## src/source/oledPkg.sv

```systemverilog
//~~~~~~~~~~~~~~~~~~~~~~~~~~~~~~~~~~~~~~~~
// oledPkg
// shared bus constants, request codes and
// the panel power-up command table
//~~~~~~~~~~~~~~~~~~~~~~~~~~~~~~~~~~~~~~~~
package oledPkg;

	localparam logic [7:0] WrCmd    = 8'h00;	// control byte, payload is a command
	localparam logic [7:0] WrData   = 8'h40;	// control byte, payload is display data
	localparam logic [7:0] DevAddrW = 8'h78;	// 7-bit 0x3C plus write bit

	localparam logic [1:0] CallIdle  = 2'b00;	// no request
	localparam logic [1:0] CallWrite = 2'b10;	// request one transfer

	localparam int InitLen = 28;	// power-up command count

	// display off, addressing, contrast, remap, mux, clocks, pump, display on
	localparam logic [7:0] initTable [0:InitLen-1] = '{
		8'hAE, 8'h00, 8'h10, 8'h40, 8'h81, 8'hCF, 8'hA1,
		8'hC8, 8'hA6, 8'hA8, 8'h3F, 8'hD3, 8'h00, 8'hD5,
		8'h80, 8'hD9, 8'hF1, 8'hDA, 8'h12, 8'hDB, 8'h40,
		8'h20, 8'h02, 8'h8D, 8'h14, 8'hA4, 8'hA6, 8'hAF
	};

endpackage
```

## src/source/oledCtrl.sv

```systemverilog
//~~~~~~~~~~~~~~~~~~~~~~~~~~~~~~~~~~~~~~~~
// oledCtrl
// OLED panel controller over I2C
//~~~~~~~~~~~~~~~~~~~~~~~~~~~~~~~~~~~~~~~~
module oledCtrl #(
	parameter int ClkDiv  = 2,	// quarter SCL period in clocks
	parameter int Pages   = 8,
	parameter int Columns = 128
) (
	input  logic       CLOCK,
	input  logic       RST_n,
	input  logic       initStart,
	input  logic       fillStart,
	input  logic [7:0] fillData,
	output logic       ready,
	output logic       busy,
	output logic       scl,
	output logic       sdaOe,	// open-drain pull enable
	output logic       ackError,
	input  logic       sdaIn	// resolved SDA from the pad
);

	logic [1:0] call;
	logic [7:0] ctrlByte, dataByte;
	logic       done;

	oledSequencer #(.Pages(Pages), .Columns(Columns)) i_seq (
		.CLOCK(CLOCK), .RST_n(RST_n), .initStart(initStart), .fillStart(fillStart),
		.fillData(fillData), .ready(ready), .busy(busy), .call(call),
		.ctrlByte(ctrlByte), .dataByte(dataByte), .done(done)
	);

	i2cWriter #(.ClkDiv(ClkDiv)) i_i2c (
		.CLOCK(CLOCK), .RST_n(RST_n), .call(call), .ctrlByte(ctrlByte),
		.dataByte(dataByte), .done(done), .scl(scl), .sdaOe(sdaOe),
		.ackError(ackError), .sdaIn(sdaIn)
	);

endmodule

```

## src/source/i2cWriter.sv

```systemverilog
//~~~~~~~~~~~~~~~~~~~~~~~~~~~~~~~~~~~~~~~~
// i2cWriter
// write-only I2C master, one address,
// control and payload triple per request
//~~~~~~~~~~~~~~~~~~~~~~~~~~~~~~~~~~~~~~~~
module i2cWriter import oledPkg::*; #(
	parameter int ClkDiv = 2	// clocks per quarter SCL period
) (
	input  logic       CLOCK,
	input  logic       RST_n,
	input  logic [1:0] call,
	input  logic [7:0] ctrlByte,
	input  logic [7:0] dataByte,
	output logic       done,	// one cycle at end of stop
	output logic       scl,
	output logic       sdaOe,	// 1 pulls SDA low
	output logic       ackError,	// sticky NACK flag
	input  logic       sdaIn
);

	localparam int DivW = (ClkDiv > 1) ? $clog2(ClkDiv) : 1;

	typedef enum logic [1:0] {PhIdle, PhStart, PhBits, PhStop} phase_t;

	phase_t          phase;
	logic [DivW-1:0] divCnt;
	logic            tick;	// end of a quarter
	logic [1:0]      quarter;
	logic [4:0]      bitCnt;	// 0..26 over three 9-bit slots
	logic [26:0]     frame;	// ack slots hold 1 so SDA is released
	logic            ackBit;

	assign tick   = (divCnt == DivW'(ClkDiv - 1));
	assign ackBit = (bitCnt == 5'd8) || (bitCnt == 5'd17) || (bitCnt == 5'd26);

	always_ff @(posedge CLOCK or negedge RST_n) begin
		if (!RST_n) begin
			phase <= PhIdle;
			divCnt <= '0;
			quarter <= '0;
			bitCnt <= '0;
			scl <= 1'b1;
			sdaOe <= 1'b0;
			done <= 1'b0;
			ackError <= 1'b0;
		end else begin
			done <= 1'b0;
			if (phase == PhIdle) begin
				divCnt <= '0;
				quarter <= '0;
				bitCnt <= '0;
				if (call == CallWrite && !done) phase <= PhStart;	// not in the done cycle
			end else begin
				divCnt <= tick ? '0 : divCnt + 1'b1;
				if (tick) begin
					quarter <= quarter + 1'b1;
					case (phase)
						PhStart: begin
							if (quarter == 2'd0) sdaOe <= 1'b1;	// SDA falls, SCL high
							if (quarter == 2'd2) scl <= 1'b0;
							if (quarter == 2'd3) phase <= PhBits;
						end
						PhBits: begin
							case (quarter)
								2'd0: sdaOe <= ~frame[26];	// change mid low phase
								2'd1: scl <= 1'b1;
								2'd2: if (ackBit && sdaIn) ackError <= 1'b1;	// NACK
								default: begin
									scl <= 1'b0;
									bitCnt <= bitCnt + 1'b1;
									if (bitCnt == 5'd26) phase <= PhStop;
								end
							endcase
						end
						default: begin	// stop
							if (quarter == 2'd0) sdaOe <= 1'b1;
							if (quarter == 2'd1) scl <= 1'b1;
							if (quarter == 2'd2) sdaOe <= 1'b0;	// SDA rises, SCL high
							if (quarter == 2'd3) begin
								phase <= PhIdle;
								done <= 1'b1;
							end
						end
					endcase
				end
			end
		end
	end

	// payload frame, loaded at request and shifted per bit
	always_ff @(posedge CLOCK) begin
		if (phase == PhIdle) frame <= {DevAddrW, 1'b1, ctrlByte, 1'b1, dataByte, 1'b1};
		else if (phase == PhBits && tick && quarter == 2'd3) frame <= {frame[25:0], 1'b1};
	end

endmodule

```

## src/source/oledSequencer.sv

```systemverilog
//~~~~~~~~~~~~~~~~~~~~~~~~~~~~~~~~~~~~~~~~
// oledSequencer
// panel state, start control and writer
// ownership for the two engines
//~~~~~~~~~~~~~~~~~~~~~~~~~~~~~~~~~~~~~~~~
module oledSequencer #(
	parameter int Pages   = 8,
	parameter int Columns = 128
) (
	input  logic       CLOCK,
	input  logic       RST_n,
	input  logic       initStart,
	input  logic       fillStart,
	input  logic [7:0] fillData,
	output logic       ready,	// init sequence finished
	output logic       busy,	// an engine owns the writer
	output logic [1:0] call,
	output logic [7:0] ctrlByte,
	output logic [7:0] dataByte,
	input  logic       done
);

	logic       initOwn;	// 1 init engine, 0 fill engine
	logic       initGo, fillGo;	// start pulses, one cycle after accept
	logic       initDone, fillDone;
	logic       initAccept, fillAccept;
	logic [7:0] pattern;
	logic [1:0] initCall, fillCall;
	logic [7:0] initCtrl, fillCtrl, initData, fillData2;

	assign initAccept = initStart && !ready && !busy;
	assign fillAccept = fillStart && ready && !busy;	// dropped otherwise

	always_ff @(posedge CLOCK or negedge RST_n) begin
		if (!RST_n) begin
			ready <= 1'b0;
			busy <= 1'b0;
			initOwn <= 1'b0;
			initGo <= 1'b0;
			fillGo <= 1'b0;
		end else begin
			initGo <= initAccept;
			fillGo <= fillAccept;
			if (initDone) begin
				ready <= 1'b1;	// held until reset
				busy <= 1'b0;
			end else if (fillDone) begin
				busy <= 1'b0;
			end else if (initAccept || fillAccept) begin
				busy <= 1'b1;
				initOwn <= initAccept;
			end
		end
	end

	always_ff @(posedge CLOCK) begin
		if (fillAccept) pattern <= fillData;	// hold for the whole screen
	end

	oledInit i_init (
		.CLOCK(CLOCK), .RST_n(RST_n), .start(initGo),
		.call(initCall), .ctrlByte(initCtrl), .dataByte(initData),
		.done(done && initOwn), .initDone(initDone)
	);

	oledFill #(.Pages(Pages), .Columns(Columns)) i_fill (
		.CLOCK(CLOCK), .RST_n(RST_n), .start(fillGo), .pattern(pattern),
		.call(fillCall), .ctrlByte(fillCtrl), .dataByte(fillData2),
		.done(done && !initOwn), .fillDone(fillDone)
	);

	// only the owning engine reaches the writer
	assign call     = initOwn ? initCall : fillCall;
	assign ctrlByte = initOwn ? initCtrl : fillCtrl;
	assign dataByte = initOwn ? initData : fillData2;

endmodule

```

## src/source/oledFill.sv

```systemverilog
//~~~~~~~~~~~~~~~~~~~~~~~~~~~~~~~~~~~~~~~~
// oledFill
// paints every page and column with one
// pattern byte
//~~~~~~~~~~~~~~~~~~~~~~~~~~~~~~~~~~~~~~~~
module oledFill import oledPkg::*; #(
	parameter int Pages   = 8,
	parameter int Columns = 128
) (
	input  logic       CLOCK,
	input  logic       RST_n,
	input  logic       start,	// one-cycle go
	input  logic [7:0] pattern,	// latched by the sequencer
	output logic [1:0] call,
	output logic [7:0] ctrlByte,
	output logic [7:0] dataByte,
	input  logic       done,
	output logic       fillDone	// pulse after the last column of the last page
);

	localparam int PageW = (Pages > 1) ? $clog2(Pages) : 1;
	localparam int ColW  = (Columns > 1) ? $clog2(Columns) : 1;

	logic             running;
	logic             inData;	// 0 page setup commands, 1 column data
	logic [1:0]       cmdIdx;	// page, low col, high col
	logic [PageW-1:0] page;
	logic [ColW-1:0]  col;

	always_ff @(posedge CLOCK or negedge RST_n) begin
		if (!RST_n) begin
			running <= 1'b0;
			inData <= 1'b0;
			cmdIdx <= '0;
			page <= '0;
			col <= '0;
			call <= CallIdle;
			fillDone <= 1'b0;
		end else begin
			fillDone <= 1'b0;
			if (!running) begin
				running <= start;
			end else if (call != CallWrite) begin
				call <= CallWrite;
			end else if (done) begin
				call <= CallIdle;
				if (!inData) begin	// setup command sent
					if (cmdIdx == 2'd2) begin
						cmdIdx <= '0;
						inData <= 1'b1;
					end else begin
						cmdIdx <= cmdIdx + 1'b1;
					end
				end else if (col == ColW'(Columns - 1)) begin	// page row complete
					col <= '0;
					inData <= 1'b0;
					if (page == PageW'(Pages - 1)) begin
						page <= '0;
						running <= 1'b0;
						fillDone <= 1'b1;
					end else begin
						page <= page + 1'b1;
					end
				end else begin
					col <= col + 1'b1;
				end
			end
		end
	end

	always_comb begin
		ctrlByte = inData ? WrData : WrCmd;
		case (cmdIdx)
			2'd0:    dataByte = 8'hB0 + 8'(page);	// page address
			2'd1:    dataByte = 8'h00;	// column low nibble
			default: dataByte = 8'h10;	// column high nibble
		endcase
		if (inData) dataByte = pattern;
	end

endmodule

```

## src/source/oledInit.sv

```systemverilog
//~~~~~~~~~~~~~~~~~~~~~~~~~~~~~~~~~~~~~~~~
// oledInit
// walks the power-up table, one command
// transfer per step
//~~~~~~~~~~~~~~~~~~~~~~~~~~~~~~~~~~~~~~~~
module oledInit import oledPkg::*; (
	input  logic       CLOCK,
	input  logic       RST_n,
	input  logic       start,	// one-cycle go from the sequencer
	output logic [1:0] call,
	output logic [7:0] ctrlByte,
	output logic [7:0] dataByte,
	input  logic       done,	// writer finished the held request
	output logic       initDone	// pulse after the last command
);

	localparam int StepW = $clog2(InitLen);

	logic             running;	// sequence in progress
	logic [StepW-1:0] step;	// index into initTable

	always_ff @(posedge CLOCK or negedge RST_n) begin
		if (!RST_n) begin
			running  <= 1'b0;
			step     <= '0;
			call     <= CallIdle;
			initDone <= 1'b0;
		end else begin
			initDone <= 1'b0;	// default, pulse only
			if (!running) begin
				if (start) begin
					running <= 1'b1;
					step    <= '0;
				end
			end else if (call == CallWrite) begin
				if (done) begin	// transfer over, drop the request
					call <= CallIdle;
					if (step == StepW'(InitLen - 1)) begin
						step     <= '0;	// back to the first entry
						running  <= 1'b0;
						initDone <= 1'b1;
					end else begin
						step <= step + 1'b1;
					end
				end
			end else begin
				call <= CallWrite;	// raise request for current step
			end
		end
	end

	// every init byte is a command
	assign ctrlByte = WrCmd;
	assign dataByte = initTable[step];	// stable while step holds

endmodule

```

## config.mk

```make
export PLATFORM = sky130hd
export DESIGN_NAME = oledCtrl
export DESIGN_NICKNAME = d
export VERILOG_FILES = /design/src/source/oledPkg.sv /design/src/source/oledCtrl.sv /design/src/source/i2cWriter.sv /design/src/source/oledSequencer.sv /design/src/source/oledFill.sv /design/src/source/oledInit.sv
export SDC_FILE = /design/constraint.sdc
export NUM_CORES = 1
export LEC_CHECK = 0
export BUFFER_PORTS_ARGS = -buffer_cell sky130_fd_sc_hd__buf_2
export CAP_MARGIN = 10
export CORE_ASPECT_RATIO = 2
export CORE_MARGIN = 4
export CORE_UTILIZATION = 35
export DETAILED_ROUTE_END_ITERATION = 10
export SLEW_MARGIN = 20
export SYNTH_ARGS = -nofsm -noshare
export SYNTH_HDL_FRONTEND = slang
export SYNTH_SLANG_ARGS = --single-unit
```

## constraint.sdc

```tcl
create_clock -name CLOCK -period 5.63 [get_ports CLOCK]
set_input_delay 0.2815 -clock CLOCK [delete_from_list [all_inputs] [get_ports CLOCK]]
set_output_delay 0.2815 -clock CLOCK [all_outputs]
set_load 0.02 [all_outputs]
```

=== Yosys cells after proc, flatten, opt, wreduce, memory -nomap -nowiden ===
Memories as Yosys holds them, arrays and structs flattened.
Cells that the tools add are included.

* Equal/unequal tests: 27
* Add/subtract/negate cells: 8
* Mux-type cells: 77
* Reductions and logical operators: 44
* Bitwise gates (word level): 7
* Order comparisons: 1

{| class="wikitable"
|+ Operators by type and width
! operator !! count
|-
| two-way mux 5 bit || 9
|-
| two-way mux 1 bit || 38
|-
| two-way mux 18 bit || 2
|-
| two-way mux 8 bit || 4
|-
| two-way mux 2 bit || 15
|-
| two-way mux 7 bit || 3
|-
| one-hot mux 8 bit (2 select lines) || 1
|-
| equality test 5 bit (second input constant) || 3
|-
| AND reduction 3 bit || 5
|-
| AND reduction 5 bit || 3
|-
| equality test 2 bit (second input constant) || 6
|-
| adder 5 x 1 -> 5 bit (second input constant) || 2
|-
| logical AND 1 bit || 10
|-
| inequality test 2 x 1 -> 1 bit (second input constant) || 5
|-
| nonzero test 2 bit || 5
|-
| nonzero test 3 bit || 3
|-
| adder 8 x 3 -> 8 bit (first input constant) || 1
|-
| inequality test 2 bit (second input constant) || 4
|-
| AND reduction 4 bit || 2
|-
| adder 7 x 1 -> 7 bit (second input constant) || 1
|-
| equality test 7 bit (second input constant) || 1
|-
| equality test 2 x 1 -> 1 bit (second input constant) || 3
|-
| greater-or-equal comparator 6 bit (second input constant) || 1
|-
| logical NOT 2 bit || 3
|-
| other kinds (18) || 34
|}

* Word-level logic and storage cells: 192
* Memories kept: 1
* Bits in read-only memories: 256
* Output and inout bits: 5
* Flip-flop bits (word level): 79
* Input bits: 13

{| class="wikitable"
|+ Memory list
! name !! words !! bits a word !! rd ports !! clocked after Yosys merged registers in !! write ports !! RTL line !! RTL
|-
| (name not given) || 32 || 8 || 1 || 0 || 0 || oledInit.sv:54 || <nowiki>assign dataByte = initTable[step];</nowiki>
|}

=== Logic depth before layout (Yosys ltp) ===
Gate-level depths: netlist (run 1).

* Depth after elaboration: 7
* Gate-level depth with buffers: 9
* Gate-level depth less buffers: 7

=== Hierarchy ===
From an unflattened synthesis (run 1), not the netlist that was laid out.

* Cells, all modules: 439
* Area, all modules: 4465.5 sq um

{| class="wikitable"
|+ Modules (own cells, without submodules)
! module !! times used !! cells each !! seq. area each (sq um) !! area an instance (sq um)
|-
| i2cWriter || 1 || 199 || 1032.2 || 1933.1
|-
| oledInit || 1 || 105 || 200.2 || 909.6
|-
| oledFill || 1 || 89 || 400.4 || 898.4
|-
| oledSequencer || 1 || 46 || 365.4 || 724.4
|}

=== Least setup slack after synthesis (run 1) ===
OpenSTA, ideal clock, no wires.

* Kind: register to register
* Start point: register i_seq.i_init.step[0]
* End point: register i_i2c.frame[8], data pin
* Data required time: 5.373 ns
* Arrival time: 1.613 ns
* Cell stages (with the launch flop): 8
* Path buffers: 1
* Setup slack: 3.760 ns
* Library setup time: 0.257 ns
* Period minus slack after synthesis: 1.870 ns
* Cell sequence: dfrtp_1 buf_2 inv_1 ha_1 nor2_1 nor3_1 a2111o_1 a32o_1

* Longest elaborated chain between the ends: 6

{| class="wikitable"
|+ RTL lines
! element !! RTL line !! RTL
|-
| start: declaration || oledInit.sv:20 || <nowiki>logic [StepW-1:0] step;</nowiki>
|-
| start signal: assignment || oledInit.sv:43 || <nowiki>step <= step + 1'b1;</nowiki>
|-
| NOT 5 -> 6 bit (not written as such) || oledInit.sv:54 ||
|-
| memory (32 x 8 bit) || - ||
|-
| two-way mux 8 bit (not written as such) (2 in series) || oledInit.sv:54 ||
|-
| two-way mux 8 bit || oledSequencer.sv:75 || <nowiki>assign dataByte = initOwn ? initData : fillData2;</nowiki>
|-
| two-way mux 18 bit || i2cWriter.sv:92 || <nowiki>if (phase == PhIdle) frame <= {DevAddrW, 1'b1, ctrlByte, 1'b1, dataByte, 1'b1};</nowiki>
|-
| end signal: assignment || i2cWriter.sv:92 ||
|-
| end signal: assignment || i2cWriter.sv:93 || <nowiki>else if (phase == PhBits && tick && quarter == 2'd3) frame <= {frame[25:0], 1'b1};</nowiki>
|-
| end: declaration || i2cWriter.sv:30 || <nowiki>logic [26:0] frame;</nowiki>
|}

Every way passes these cells. The select of a mux whose other input is x is not followed.
A chain may end at the register's enable or synchronous reset.

=== Worst setup path in the final report (run 1) ===
* Start point: register i_i2c.phase[0]
* End point: register i_i2c.frame[12] (enable)

* Longest elaborated chain between the ends: 4
* Elaborated cells on any way between the ends: 5
* Those cells by class: eq/ne: 1; reduce/logical: 4

{| class="wikitable"
|+ RTL lines
! element !! RTL line !! RTL
|-
| start: declaration || i2cWriter.sv:25 || <nowiki>phase_t phase;</nowiki>
|-
| start signal: assignment || i2cWriter.sv:38 || <nowiki>phase <= PhIdle;</nowiki>
|-
| start signal: assignment || i2cWriter.sv:52 || <nowiki>if (call == CallWrite && !done) phase <= PhStart;</nowiki>
|-
| start signal: assignment || i2cWriter.sv:61 || <nowiki>if (quarter == 2'd3) phase <= PhBits;</nowiki>
|-
| equality test 2 bit || i2cWriter.sv:93 ||
|-
| logical AND 1 bit (2 in series) || i2cWriter.sv:93 ||
|-
| nonzero test 2 bit (no line) * || - ||
|}

Every way passes the cells marked *; elsewhere a longest branch is shown, timed or not.

==> results of run 1 <==
==> how the worst min path moves through the flow <==
stage / end / slack [ps] / cells after the start
5_1_grt: i_seq.pattern[5]$_DFFE_PP_ / 120 / 1
4_1_cts: i_seq.pattern[2]$_DFFE_PP_ / 120 / 1
2_1_floorplan: i_i2c.ackError$_DFFE_PN0P_ / -10 / 0
3_3_place_gp: i_i2c.frame[9]$_SDFFE_PP1P_ / 440 / 1
6_report: i_seq.pattern[3]$_DFFE_PP_ / 130 / 1
3_5_place_dp: i_i2c.frame[22]$_SDFFE_PP1P_ / 450 / 1
==> sequential cells by signal, indices dropped and copies added, names as in the netlist, 2 cells and up <==
signal	flops
i_seq.i_fill.page	3
i_seq.pattern	8
i_i2c.phase	2
i_seq.i_init.step	5
i_i2c.frame	26
i_i2c.bitCnt	5
i_i2c.quarter	2
i_seq.i_fill.cmdIdx	2
i_seq.i_fill.col	7
==> kinds of logic after synthesis <==
group / share of synthesized area
multiplexers: 0.04375
flip-flops: 0.5027
AO/OA/AOI/OAI: 0.1492
XOR/XNOR: 0.01763
AND/OR/NAND/NOR: 0.1662
adder cells (fa/ha/maj): 0.07869
buffers and inverters: 0.04186
==> worst max-delay path: cells and delay by family, from the launching register on <==
| kind | cells | cell delay (ps) |
|---|---|---|
| AOI/OAI and AO/OA | 1 | 240 |
| adders and majority gates | 1 | 610 |
| buffers and inverters | 2 | 760 |
| DFF | 1 | 410 |
==> synthesized netlist by cell type (2+ instances only) <==
master	number
nor4b_1	2
mux2i_1	5
edfxtp_1	24
mux2_2	9
a32o_1	4
xor2_1	3
buf_2	11
ha_1	25
nor3_1	5
o22ai_1	4
clkbuf_1	3
o22a_1	7
o31ai_1	3
or3_1	2
a31oi_1	4
inv_1	21
nand2b_1	4
clkbuf_2	2
and2_1	11
nor2b_1	8
dfrtp_1	42
a32oi_1	2
o21ai_0	15
nand2_1	31
a22o_1	5
a311oi_1	3
and3_1	3
and4b_1	3
a21oi_1	9
nand3_1	3
o211ai_1	2
dfxtp_1	10
nand4_1	6
nor2_1	33
a211oi_1	5
xnor2_1	5
a22oi_1	3
==> power breakdown <==
group	total, mW	internal (mW)	switching, mW
Combinational	0.458	0.199	0.260
Sequential	0.757	0.674	0.0824
Clock	0.670	0.460	0.210
Total	1.88	1.33	0.552
==> cell type report <==
class | count | area (um2)
well taps | 140 | 175.2
clock inverters | 3 | 90.09
inverters | 21 | 78.83
repair buffers | 18 | 97.59
clock buffers | 13 | 261.5
fillers | 1052 | 6501
flip-flops and latches | 77 | 1998
multi-input cells | 253 | 1810
==> layer usage <==
layer	routed length [um]	GRT usage	vias to the layer above
li1	-	-	1357
met1	3252	0.1413	1334
met2	4464	0.2368	46
met3	173	0.02127	14
met4	257	0.07366	0
met5	0	0	-
==> per-stage QoR <==
step                      worst slack (ps)  power [mW]  cell area [um2]  std cells    util
final                                 3237       1.885             4512        525  0.4097
after global routing                  3059       2.002             4512        525  0.4097
after CTS                             3197       1.907             4499        524  0.4085
after detailed placement              3193       1.226             4148        508  0.3766
after global placement                3302       1.211             4148        508  0.3766
after floorplan                       3760       1.108             3975        369       -
==> flow_metrics.tcl, run 1 <==
set metrics [dict create \
    status "finished clean" \
    cts_tree "yes" \
    p_leak_nw 1.888 \
    critical_path.startpoint "i_i2c.phase[0]$_DFFE_PN0P_" \
    clkLatencyLatePin_ps 330 \
    wirelength_mm 8.147 \
    place_congestion 0.8971 \
    cp.arrival_ps 2350 \
    n_antenna_cell 0 \
    regToRegStartpoint "i_i2c.phase[0]$_DFFE_PN0P_" \
    finalSetupTns_ps 0 \
    ios 18 \
    die-area_mm2 0.01323 \
    r2r_cells 4 \
    relSlewSlack 0.4673 \
    crit_fanout 22 \
    finalSetupViolCount 0 \
    ys_ff_latch 77 \
    grt_usage 0.1307 \
    vias 2751 \
    synth_top_area_frac 0.2644 \
    yosysUniqueCellTypes 69 \
    antenna_left 0 \
    die_w_um 83.36 \
    ys_seq_area_frac 0.5027 \
    fin_nets 418 \
    grt_max_degree 44 \
    crit_path_max_incr_delay_ps 660 \
    crit_type "reg2reg" \
    yosysTopAreaCell "dfrtp_1" \
    crit_chain "inv_1 -> ha_1 -> a31oi_1 -> inv_1" \
    drive_gt1_frac 0.1273 \
    avgSynthCellArea_um2 10.77 \
    rows 54 \
    synth_nets 407 \
    drv_slew 0 \
    cts_buffer_depth 2 \
    critical_path.startpoint_type "flip-flop" \
    synthToLayoutAreaGrowth_pct 13.50 \
    cap_violations 0 \
    clk_pin_slew_ps 60 \
    fin_crit_sh 0.4250 \
    hold_violations 0 \
    cts-buffers-inserted 9 \
    endpoint "i_i2c.frame[12]$_SDFFCE_PP0P_" \
    hp-class "in2reg" \
    crit_top_cell "inv_1" \
    cp_slowest_cell "inv_1" \
    grt_antenna_before_repair 0 \
    worstReg2RegEnd "i_i2c.frame[12]$_SDFFCE_PP0P_" \
    dp_hpwl_mm 5.996 \
    holdWs_ps 131.1 \
    peakVddDrop_mv 0.2153 \
    final_cell_mix "dfrtp_1 (42), nor2_1 (33), nand2_1 (31)" \
    fin_worst_skew_ps 3.104 \
    cts-hold-fix-buffers 0 \
    grt_pass1_vias 2907 \
    rsz0062_at_grt "no" \
    power_density_mw_per_mm2 417.8 \
    endpoint_kind "flip-flop" \
    drcViolationCount 0 \
    cts.sinks 77 \
    min_period_ps 2393 \
    syn-instance-count 369 \
    vias_per_cell 5.240 \
    first_pass_iters 4 \
    initial_core_util 0.3609 \
    cts_resized 0 \
    mostFrequentLayoutCell "dfrtp_1" \
    grt_remaining_overflow 0 \
    grt_pass1_wl_mm 14.05 \
    async_reset_ff_frac 0.5584 \
    syn_area_mm2 0.003975 \
    fmax_mhz 417.9 \
    post_cts.repair.setup_buffers 0 \
    min_from "fillData[3]" \
    wl_per_cell_um 15.52 \
    die_h_um 158.7 \
    ys_top_cells_by_area "dfrtp_1 (26%), edfxtp_1 (18%), ha_1 (7.9%)" \
    io_buffers 17 \
    core_mm2 0.01101 \
    cts-root-buf "clkbuf_16" \
    ys_warn_count 0 \
    synth_ff_type "dfrtp_1" \
    cts.htree.levels 3 \
    synth_edf_count 24 \
    crit_required_ps 5590 \
    r2r_setup_slack_ps 3240 \
    tightest_slew_ps 798.1 \
    drtIter0Drc 161 \
]
No activity file was read; power rests on OpenSTA's default activity.
==> run 2: changes to the inputs <==
==> constraint.sdc (replaced) <==
create_clock -name CLOCK -period 2.4 [get_ports CLOCK]
set_input_delay 0.12 -clock CLOCK [delete_from_list [all_inputs] [get_ports CLOCK]]
set_output_delay 0.12 -clock CLOCK [all_outputs]
set_load 0.02 [all_outputs]
==> run 2 against run 1 <==
Compared with the run above: utilization is 0.99 points higher; total power is 130% higher; largest power group unchanged; via count is 2.1% higher; critical endpoint is now i_i2c.frame[3]$_DFFE_PP_; maximum frequency is 15% higher; register-to-register slack worse by 2900 ps; global-route usage is 0.072 points higher; critical path type unchanged; clock skew is 3.1 ps higher.
==> flow_metrics.tcl, run 2 (synthesis results as in run 1) <==
set metrics [dict create \
    crit_path_max_incr_delay_ps 550 \
    rows 54 \
    clockPowerShare 0.331 \
    drcViolationCount 0 \
    grt_max_degree 44 \
    grt_pass1_vias 2915 \
    final_cell_mix "dfrtp_1 (42), nor2_1 (33), nand2_1 (31)" \
    finalSetupTns_ps 0 \
    p_leak_nw 1.946 \
    power_density_mw_per_mm2 929.3 \
    ios 18 \
    core_mm2 0.01101 \
    io_buffers 17 \
    seqPwrFrac 0.410 \
    fillers 1016 \
    crit_required_ps 2490 \
    dp_hpwl_mm 5.976 \
    placed_cells 514 \
    clk_pin_slew_ps 60 \
    peakVddDrop_mv 0.6112 \
    cts_resized 0 \
    grt_usage 0.1314 \
    grt_pass1_wl_mm 13.99 \
    drtIter0Drc 122 \
    crit_type "reg2reg" \
    die_w_um 83.36 \
    hold_violations 0 \
    mostFrequentLayoutCell "dfrtp_1" \
    fin_nets 433 \
    cp.arrival_ps 2180 \
    cts.htree.levels 3 \
    vias_per_cell 5.202 \
    cts_buffer_depth 2 \
    multi_input_area_mm2 0.001810 \
    final_cells 540 \
    crit_chain "inv_1 -> ha_1 -> nor2b_1 -> a211oi_1 -> o31ai_1 -> a32o_1" \
    fmax_mhz 478.6 \
    antenna_left 0 \
    first_pass_iters 5 \
    tightest_slew_ps 782.5 \
    die_h_um 158.7 \
    cts-root-buf "clkbuf_16" \
    fin_crit_sh 0.8707 \
    relSlewSlack 0.4778 \
    cp_slowest_cell "dfrtp_1" \
    finalSetupViolCount 0 \
    p_switching_mw 1.302 \
    cts-buffers-inserted 9 \
    wl_per_cell_um 15.22 \
    min_period_ps 2090 \
    crit_fanout 12 \
    synthToLayoutAreaGrowth_pct 16.24 \
    die-area_mm2 0.01323 \
    swShare 0.3032 \
    grt_antenna_before_repair 0 \
    place_congestion 0.8404 \
    grt_remaining_overflow 0 \
    n_antenna_cell 0 \
    largest_register_ffs 26 \
    fin_worst_skew_ps 6.224 \
    largest-register "i_i2c.frame" \
    wirelength_mm 8.220 \
    vias 2809 \
    initial_core_util 0.3609 \
    drive_gt1_frac 0.1400 \
    hp-class "in2reg" \
    drv_slew 0 \
    cts_tree "yes" \
    top_regs "i_i2c.frame: 26 flops, i_seq.pattern: 8 flops, i_seq.i_fill.col: 7 flops" \
    cap_violations 0 \
    endpoint_kind "flip-flop" \
    clkLatencyLatePin_ps 330 \
    cts.sinks 77 \
    status "finished clean" \
    combPwrFrac 0.259 \
    rsz0062_at_grt "no" \
    p_int_mw 2.992 \
    regArea_mm2 0.001998 \
    critical_path.startpoint_type "flip-flop" \
]
run 2: cell count changes in the layout (fill, tap and decap cells not counted), sizes merged:
cell	delta
dlygate4sd3	+8
bufinv	-1
clkinv	+2
clkbuf	-1
buf	+7
run 2: per-stage QoR:
stage               power, mW  utilization  hold WS, ps  setup WS [ps]  instance area (um2)
floorplan               2.599            -       -175.6          530.4                 3975
global placement        2.863       0.3807        298.4          337.7                 4193
detailed placement      2.887       0.3807        298.1          300.0                 4193
CTS                     4.341       0.4171        3.929          300.5                 4593
global route            4.566       0.4196        17.97          176.8                 4621
finish                  4.294       0.4196        20.66          310.4                 4621
run 2: timing repair:
item / CTS / global route
hold buffers: 9 / 0
hold endpoints to repair: 50 / 0
buffers inserted: 0 / 0
run 2: path summary, 6_finish.rpt:
path	from	endpoint	slack [ps]	depth (start not counted)
setup / recovery	i_seq.i_init.step[0]$_DFFE_PN0P_	i_i2c.frame[3]$_DFFE_PP_	310	6
hold / removal	sdaIn	i_i2c.ackError$_DFFE_PN0P_	20	2
setup reg to reg	i_seq.i_init.step[0]$_DFFE_PN0P_	i_i2c.frame[3]$_DFFE_PP_	310	6
hold reg to reg	i_i2c.ackError$_DFFE_PN0P_	i_i2c.ackError$_DFFE_PN0P_	460	1
max in group asynchronous	RST_n	i_i2c.scl$_DFFE_PN1P_	1460	3
min in group asynchronous	RST_n	i_seq.i_init.step[3]$_DFFE_PN0P_	330	2
run 2: layout make-up:
| type | count | share of cell area |
|---|---|---|
| clock buffers | 12 | 0.05118 |
| clock inverters | 4 | 0.01598 |
| inverters | 21 | 0.01706 |
| multi-input cells | 253 | 0.3918 |
| flip-flops and latches | 77 | 0.4324 |
| well taps | 140 | 0.03791 |
| repair buffers | 33 | 0.05362 |
run 2: per-layer routing:
metal,up-vias,part of all wire,global-route usage
li1,1382,-,-
met1,1350,0.38,0.1342
met2,60,0.55,0.2445
met3,17,0.029,0.02438
met4,0,0.036,0.07440
met5,-,0,0
run 2: power by group through the flow:
stage                     registers, mW  clock network (mW)  logic, mW
after CTS                          1.76                1.46       1.12
after global placement             1.78                   0       1.08
after global routing               1.80                1.51       1.26
final                              1.76                1.42       1.11
after floorplan                    1.72                   0      0.882
after detailed placement           1.79                   0       1.10
run 2: worst max-delay path: cells and delay by family, from the launching register on:
family | cells | cell delay [ps]
compound gates | 3 | 620
flops | 1 | 550
fa+ha+maj | 1 | 300
buf+inv | 1 | 220
simple gates | 1 | 150
